## src/common/dcache_cfg_pkg.sv

```systemverilog
package dcache_cfg_pkg;

	////////////////////
	// Widths
	////////////////////

	localparam int ADDR_W = 28; // Word address, DDR2 side
	localparam int DATA_W = 32; // One word per line

	////////////////////
	// Generator LFSR
	////////////////////

	// 32-bit Galois LFSR, right shift
	localparam logic [31:0] LFSR_TAPS = 32'h80200003;

	// One LFSR step
	function automatic logic [31:0] lfsr_step(input logic [31:0] cur);
		logic [31:0] nxt;
		nxt = cur >> 1; // Shift right by one
		if (cur[0])
		begin
			nxt = nxt ^ LFSR_TAPS; // Feedback on shifted-out one
		end
		return nxt;
	endfunction

endpackage

```

## src/common/dcache_bus_pkg.sv

```systemverilog
package dcache_bus_pkg;

	////////////////////
	// CPU side
	////////////////////

	// Command from generator to cache
	typedef struct packed {
		logic                                 wr;   // 1 write, 0 read
		logic [dcache_cfg_pkg::ADDR_W-1:0]    addr; // Word address
		logic [dcache_cfg_pkg::DATA_W-1:0]    data; // Write data
	} cpu_req_t;

	// Response from cache
	typedef struct packed {
		logic [dcache_cfg_pkg::DATA_W-1:0]    data; // Read data, don't-care on writes
	} cpu_rsp_t;

	////////////////////
	// Memory side
	////////////////////

	// Command from cache to memory
	typedef struct packed {
		logic                                 wr;   // 1 write, 0 read
		logic [dcache_cfg_pkg::ADDR_W-1:0]    addr; // Word address, aliased in memory
		logic [dcache_cfg_pkg::DATA_W-1:0]    data; // Write data
	} mem_req_t;

	// Response from memory
	typedef struct packed {
		logic [dcache_cfg_pkg::DATA_W-1:0]    data; // Read data
	} mem_rsp_t;

endpackage

```

## src/traffic_gen/dcache_traffic_gen.sv

```systemverilog
module dcache_traffic_gen #(
	parameter int CYCLE_DELAY = 3
) (
	input  logic                     clk,
	input  logic                     rst,
	input  logic                     start,
	input  logic [31:0]              seed,
	input  logic [6:0]               burst_len,
	output dcache_bus_pkg::cpu_req_t cpu_req,
	output logic                     cpu_req_valid,
	input  logic                     cpu_req_ready,
	input  dcache_bus_pkg::cpu_rsp_t cpu_rsp,
	input  logic                     cpu_rsp_valid,
	output logic                     busy,
	output logic                     done,
	output logic                     error,
	output logic [6:0]               err_count
);
	import dcache_cfg_pkg::*;

	localparam int CNT_W = $clog2(CYCLE_DELAY + 2); // Holds CYCLE_DELAY-1

	typedef enum logic [1:0] {
		PH_IDLE,
		PH_WRITE,
		PH_READ
	} phase_t;

	phase_t           phase;
	logic [31:0]      lfsr;       // State after last slot's data step
	logic [31:0]      seed_q;     // Seed for the read replay
	logic [31:0]      start_seed; // Seed with zero replaced
	logic [31:0]      base_st;    // LFSR state the next slot starts from
	logic [31:0]      addr_st;    // Step one, address
	logic [31:0]      data_st;    // Step two, data
	logic [6:0]       slot_cnt;
	logic [6:0]       len_q;
	logic [CNT_W-1:0] idle_cnt;   // Pacing between commands
	logic             pacing;
	logic             last_slot;
	logic             mismatch;

	assign start_seed = (seed == 32'd0) ? 32'd1 : seed; // Zero would lock the LFSR
	assign last_slot  = (slot_cnt + 7'd1) >= len_q;

	////////////////////
	// Slot generation
	////////////////////

	always_comb
	begin
		if (phase == PH_IDLE)
		begin
			base_st = start_seed; // First write slot
		end
		else if (phase == PH_WRITE && last_slot)
		begin
			base_st = seed_q; // Replay from the seed for reads
		end
		else
		begin
			base_st = lfsr;
		end
	end

	assign addr_st  = lfsr_step(base_st);
	assign data_st  = lfsr_step(addr_st);
	assign mismatch = (phase == PH_READ) && (cpu_rsp.data != cpu_req.data); // Slot data held in req

	////////////////////
	// Phase machine
	////////////////////

	always_ff @(posedge clk)
	begin
		if (rst)
		begin
			phase         <= PH_IDLE;
			cpu_req_valid <= 1'b0;
			busy          <= 1'b0;
			done          <= 1'b0;
			error         <= 1'b0;
			err_count     <= 7'd0;
			slot_cnt      <= 7'd0;
			pacing        <= 1'b0;
			idle_cnt      <= '0;
		end
		else
		begin
			done <= 1'b0; // Single-cycle pulse
			if (phase == PH_IDLE)
			begin
				if (start)
				begin
					seed_q        <= start_seed;
					len_q         <= burst_len;
					lfsr          <= data_st;
					cpu_req       <= '{wr: 1'b1, addr: addr_st[ADDR_W-1:0], data: data_st};
					cpu_req_valid <= 1'b1; // First command next cycle
					slot_cnt      <= 7'd0;
					busy          <= 1'b1;
					error         <= 1'b0;
					err_count     <= 7'd0;
					phase         <= PH_WRITE;
				end
			end
			else
			begin
				if (cpu_req_valid && cpu_req_ready)
				begin
					cpu_req_valid <= 1'b0; // Accepted, wait for response
				end
				if (cpu_rsp_valid)
				begin
					if (phase == PH_READ)
					begin
						error     <= mismatch; // Verdict of the last read
						err_count <= err_count + {6'd0, mismatch};
					end
					if (phase == PH_READ && last_slot)
					begin
						phase <= PH_IDLE; // Burst complete
						busy  <= 1'b0;
						done  <= 1'b1;
					end
					else
					begin
						if (last_slot)
						begin
							phase    <= PH_READ;
							slot_cnt <= 7'd0;
						end
						else
						begin
							slot_cnt <= slot_cnt + 7'd1;
						end
						lfsr    <= data_st;
						cpu_req <= '{wr: (phase == PH_WRITE) && !last_slot,
							addr: addr_st[ADDR_W-1:0], data: data_st};
						if (CYCLE_DELAY <= 1)
						begin
							cpu_req_valid <= 1'b1; // No gap
						end
						else
						begin
							pacing   <= 1'b1;
							idle_cnt <= CNT_W'(CYCLE_DELAY - 1);
						end
					end
				end
				else if (pacing)
				begin
					if (idle_cnt == CNT_W'(1))
					begin
						pacing        <= 1'b0;
						cpu_req_valid <= 1'b1; // Gap elapsed
					end
					else
					begin
						idle_cnt <= idle_cnt - CNT_W'(1);
					end
				end
			end
		end
	end

endmodule

```

## config.mk

```make
export PLATFORM = sky130hd
export DESIGN_NAME = dcache_traffic_gen
export DESIGN_NICKNAME = d
export VERILOG_FILES = /design/src/common/dcache_cfg_pkg.sv /design/src/common/dcache_bus_pkg.sv /design/src/traffic_gen/dcache_traffic_gen.sv
export SDC_FILE = /design/constraint.sdc
export NUM_CORES = 1
export LEC_CHECK = 0
export BUFFER_PORTS_ARGS = -buffer_cell sky130_fd_sc_hd__buf_2
export CAP_MARGIN = 0
export CORE_AREA = 2 2 146 148
export CTS_BUF_LIST = sky130_fd_sc_hd__clkbuf_2 sky130_fd_sc_hd__clkbuf_4 sky130_fd_sc_hd__clkbuf_8
export CTS_CLUSTER_SIZE = 12
export DETAILED_ROUTE_END_ITERATION = 12
export DIE_AREA = 0 0 148 150
export GPL_TIMING_DRIVEN = 0
export PLACE_DENSITY = 0.42
export SLEW_MARGIN = 20
export SYNTH_ARGS = -nofsm -noshare
export SYNTH_HDL_FRONTEND = slang
export SYNTH_SLANG_ARGS = --single-unit
```

## constraint.sdc

```tcl
create_clock -name clk -period 10.4 [get_ports clk]
set_input_delay 1.04 -clock clk [delete_from_list [all_inputs] [get_ports clk]]
set_output_delay 1.04 -clock clk [all_outputs]
set_load 0.02 [all_outputs]
```

Word-level counts from Yosys, hierarchy flattened:

Cells that the tools add are included.

* register bits: 156
* output and inout bits: 72

* $add $sub $neg: 3
* $lt $le $gt $ge: 1
* equality and inequality tests: 8
* muxes and demuxes: 48
* bitwise gates (word level): 5
* reductions and logical operators: 22

Operator list (count)
* two-way mux 32 bit: 9
* two-way mux 61 bit: 4
* two-way mux 7 bit: 8
* logical NOT 32 bit: 1
* inequality test 32 bit: 1
* two-way mux 1 bit: 18
* AND reduction 3 bit: 5
* two-way mux 3 bit: 4
* two-way mux 2 bit: 5
* inequality test 2 bit (second input constant): 4
* NOT 3 -> 4 bit: 2
* AND reduction 4 bit: 2
* nonzero test 2 bit: 4
* adder 7 x 1 -> 7 bit: 1
* adder 7 x 1 -> 7 bit (second input constant): 1
* greater-or-equal comparator 7 bit: 1
* logical AND 1 bit: 5
* equality test 3 x 1 -> 1 bit (second input constant): 1
* NOT 1 bit: 3
* nonzero test 3 bit: 1
* OR reduction 3 bit: 1
* subtractor 3 x 1 -> 3 bit (second input constant): 1
* equality test 2 x 1 -> 1 bit (second input constant): 1
* equality test 2 bit (second input constant): 1
* 3 further kinds: 3

Depth between registers and ports, before layout:

* word-level depth: 12
* gate-level depth with buffers: 13
* depth with buffers taken out: 11

Least setup slack after synthesis:

OpenSTA, ideal clock, no wires.

* path type: register -> register
* from: reg slot_cnt[0]
* to: reg cpu_req[32] in the netlist's numbering (enable)
* setup time: 429 ps
* arrival: 3918 ps
* data required time: 9971 ps
* setup slack: 6052 ps
* cell stages (with the launch flop): 11
* path buffers: 0
* period minus slack after synthesis: 4348 ps
* cells stage by stage: dfxtp_1 ha_1 nand3_1 nor2_1 xor2_1 ha_1 and2_0 a221o_1 a41oi_2 o21ai_1 nor2_1

* word-level cells in the longest chain between the ends: 5

Ends and longest elaborated chain
* from (decl): RTL line dcache_traffic_gen.sv:36 `logic [6:0] slot_cnt;`
* from (signal assigned): RTL line dcache_traffic_gen.sv:135 `slot_cnt <= slot_cnt + 7'd1;`
* adder 7 x 1 -> 7 bit: RTL line dcache_traffic_gen.sv:44 `assign last_slot = (slot_cnt + 7'd1) >= len_q;`
* greater-or-equal comparator 7 bit: RTL line dcache_traffic_gen.sv:44
* logical AND 1 bit: RTL line dcache_traffic_gen.sv:120 `if (phase == PH_READ && last_slot)`
* inequality test 2 bit (no line)
* AND reduction 4 bit (no line)
* to (signal assigned): RTL line dcache_traffic_gen.sv:98 `cpu_req <= '{wr: 1'b1, addr: addr_st[ADDR_W-1:0], data: data_st};`
* to (signal assigned): RTL line dcache_traffic_gen.sv:138 `cpu_req <= '{wr: (phase == PH_WRITE) && !last_slot,`
* to (decl): RTL line dcache_traffic_gen.sv:9 `output dcache_bus_pkg::cpu_req_t cpu_req,`

No other way between the ends.
A chain may end at the register's enable or synchronous reset.

Worst setup path in the final report:

* from: reg slot_cnt[0]
* to: reg lfsr[27] (enable)

* word-level cells in the longest chain between the ends: 5

Ends and longest elaborated chain
* adder 7 x 1 -> 7 bit: RTL line dcache_traffic_gen.sv:44
* greater-or-equal comparator 7 bit: RTL line dcache_traffic_gen.sv:44
* logical AND 1 bit: RTL line dcache_traffic_gen.sv:120
* inequality test 2 bit (no line)
* AND reduction 4 bit (no line)
* to (signal assigned): RTL line dcache_traffic_gen.sv:97 `lfsr <= data_st;`
* to (signal assigned): RTL line dcache_traffic_gen.sv:137 `lfsr <= data_st;`
* to (decl): RTL line dcache_traffic_gen.sv:30 `logic [31:0] lfsr;`

No other way between the ends.

==> results.cfg <==
[global_routing]
grt_remaining_overflow = 0
grt_antenna_before_repair = 1
grt_max_degree = 22
grt_pass1_vias = 4137
track_usage_pct = 14.7
grt_pass1_wl_um = 24300

[drt]
finalWirelength_um = 16000
drcViolationCount = 0
routed_via_density = 4.40
num_vias = 4111
avgRoutedWirePerCell_um = 17.2
drtIter0Drc = 325
first_pass_iters = 4
antenna_left = 0

[setup_path]
max_stage_delay_ns = 0.58
cp.arrival_ns = 4.09
crit_path_start_kind = flop
reg2reg_slack_ns = 6.41
critPathCaptureType = flop
rr_worst_depth = 11
crit_fanout = 21
crit_chain = ha_1, nand3_1, nor2_1, xor2_1, ha_1, and2_0, a221o_1, a41oi_2, o21ai_1, nor2_4, buf_16
reg2reg_from = slot_cnt[0]
critPathSlowestCell = nor2_4
cpMostUsedCell = ha_1
critical_path_class = reg -> reg
rr_endpoint = lfsr[27]
cp.required_ns = 10.50

[logic_synthesis]
avgSynthCellArea_um2 = 10.3
yosys.cell_types.count = 46
synth_nets = 583
netlist_top_cells_area = edfxtp_1 (44%), dfxtp_1 (9.5%), xnor2_1 (6.5%), nand2_1 (5.2%), nor2_1 (3.8%)
ys_seq_area_share_pct = 53.8
yosysWarnings = 0
ys_ff_latch = 99
synth_top_area_share_pct = 44.3
syn_inst = 495
yosys.area.top_type = edfxtp_1
synthesis.area_mm2 = 0.00508

[outcome]
status = finished, final reports clean

[clock_network]
clockRootBuffer = clkbuf_8
clk_path_buf_depth = 2
clock-sinks = 99
h-tree-depth = 3
clk_latency_ns = 0.39
postCtsSetupRepairBufs = 0
cts_hold_buf = 0
cts_resized = 0
tritoncts = yes
clk_pin_slew_worst_paths_ns = 0.11
cts_inserted_buffers = 9

[layout]
regArea_mm2 = 0.00273
multi_input_comb_area_mm2 = 0.00194
nFillCells = 2241
num_antenna_cells = 0
final_cell_mix = buf_2 (146), edfxtp_1 (75), nand2_1 (71)
area_growth_pct = 26.8
drive_gt1_share_pct = 31.1
nets = 743
final_common_cell = buf_2

[timing]
setup_viol = 0
skew_ns = 0.0190
fin_crit_sh_pct = 38.3
rsz0062_at_grt = false
tns_ns = 0
final_hold_viol_count = 0
tightest_slew_ns = 0.751
clock.fmax_ghz = 0.251
finalCriticalPeriod_ns = 3.99
relSlewSlack_pct = 49.6
slew_violations = 0

[placed_design]
gp_congestion = 0.766
hpwl_um = 12200
port_buffers = 146

[hold_path]
hold_depth = 2
min_to = busy
hold_start = busy
worstHoldPathType = reg -> reg

[die]
std_cell_rows = 53
dieArea_mm2 = 0.0222
core_mm2 = 0.0207
initial_core_util_pct = 24.6
die_h_um = 150
die_w_um = 148
io_pins = 148

[power_and_ir_drop]
power.leakage_nw = 2.55
total_power_uw = 882
p_per_area_mw_per_mm2 = 137
peakVddDrop_uv = 56.5

[run]
max_cap_viol_count = 0
[stage by stage]
| step | hold slack, ns | setup slack [ns] | util (%) | area [µm²] | std cells |
|---|---|---|---|---|---|
| after CTS | 0.463 | 6.34 | 31.1 | 6440 | 935 |
| after global placement | 0.456 | 4.44 | 29.8 | 6160 | 916 |
| after global routing | 0.497 | 6.06 | 31.1 | 6440 | 935 |
| final | 0.464 | 6.41 | 31.1 | 6440 | 935 |
| after floorplan | 0.464 | 6.05 | - | 5080 | 495 |
| after detailed placement | 0.447 | 6.39 | 30.2 | 6260 | 919 |
[per-layer routing]
| layer | track usage [%] | vias up | part of all wire [%] |
|---|---|---|---|
| li1 | - | 2017 | - |
| met1 | 19.2 | 1942 | 46 |
| met2 | 24.3 | 132 | 47 |
| met3 | 3.05 | 18 | 5.6 |
| met4 | 4.86 | 2 | 1.7 |
| met5 | 0 | - | 0.069 |
[state kept, by name, indices dropped and copies added, names as in the netlist]
name	flops
seed_q	32
cpu_req	28
lfsr	8
err_count	7
len_q	7
slot_cnt	7
idle_cnt	3
phase	2
busy	1
cpu_req_valid	1
done	1
error	1
pacing	1
[worst max-delay path by stage]
stage	depth (start not counted)	slack, ns	end	startpoint
floorplan	10	6.05	cpu_req[32]	slot_cnt[0]
global placement	10	4.44	lfsr[26]	slot_cnt[0]
detailed placement	11	6.39	cpu_req[56]	slot_cnt[0]
CTS	11	6.34	cpu_req[52]	slot_cnt[0]
global route	11	6.06	lfsr[27]	slot_cnt[0]
finish	11	6.41	lfsr[27]	slot_cnt[0]
[Yosys cell counts (all sizes together)]
| cell type | count |
|---|---|
| a211oi | 1 |
| a21o | 2 |
| a21oi | 16 |
| a221o | 1 |
| a22oi | 6 |
| a31oi | 30 |
| a41o | 1 |
| a41oi | 1 |
| and2 | 1 |
| and3b | 1 |
| and4 | 1 |
| buf | 28 |
| clkbuf | 46 |
| clkinv | 1 |
| dfxtp | 24 |
| edfxtp | 75 |
| ha | 12 |
| inv | 10 |
| mux2i | 6 |
| nand2 | 71 |
| nand2b | 3 |
| nand3 | 8 |
| nand3b | 2 |
| nand4 | 10 |
| nor2 | 53 |
| nor2b | 1 |
| nor3 | 2 |
| nor3b | 2 |
| nor4 | 11 |
| o211a | 1 |
| o211ai | 1 |
| o21ai | 4 |
| o22ai | 5 |
| o32a | 1 |
| o41ai | 1 |
| or2 | 6 |
| or3 | 1 |
| xnor2 | 38 |
| xnor3 | 2 |
| xor2 | 9 |
[logic make-up after synthesis]
family / synth area share (%)
XOR/XNOR: 8.98
flip-flops: 53.8
AO/OA/AOI/OAI: 9.18
AND/OR/NAND/NOR: 15.5
adder cells (fa/ha/maj): 2.95
multiplexers: 1.18
buffers and inverters: 8.42
[report_power, final]
group / switching [mW] / internal, mW / leakage (nW)
Clock: 0.160 / 0.0956 / 0.0947
Combinational: 0.0905 / 0.0668 / 1.56
Sequential: 0.0186 / 0.451 / 0.888
[layout make-up]
class / instances / share of cell area [%]
Inverter: 11 / 0.641
Tap cell: 275 / 5.34
Clock inverter: 6 / 0.874
Multi-Input combinational cell: 311 / 30.1
Timing Repair Buffer: 149 / 12.6
Buffer: 74 / 6.00
Sequential cell: 99 / 42.4
Clock buffer: 10 / 2.04
[critical path, delay by kind of cell (launching register included)]
family | cells | cell delay (ns)
AO/OA/AOI/OAI | 3 | 1.11
XOR/XNOR | 1 | 0.23
buffers and inverters | 1 | 0.25
adder cells (fa/ha/maj) | 2 | 0.54
flip-flops | 1 | 0.41
AND/OR/NAND/NOR | 4 | 1.16
Power figures use the tool's default switching activity.
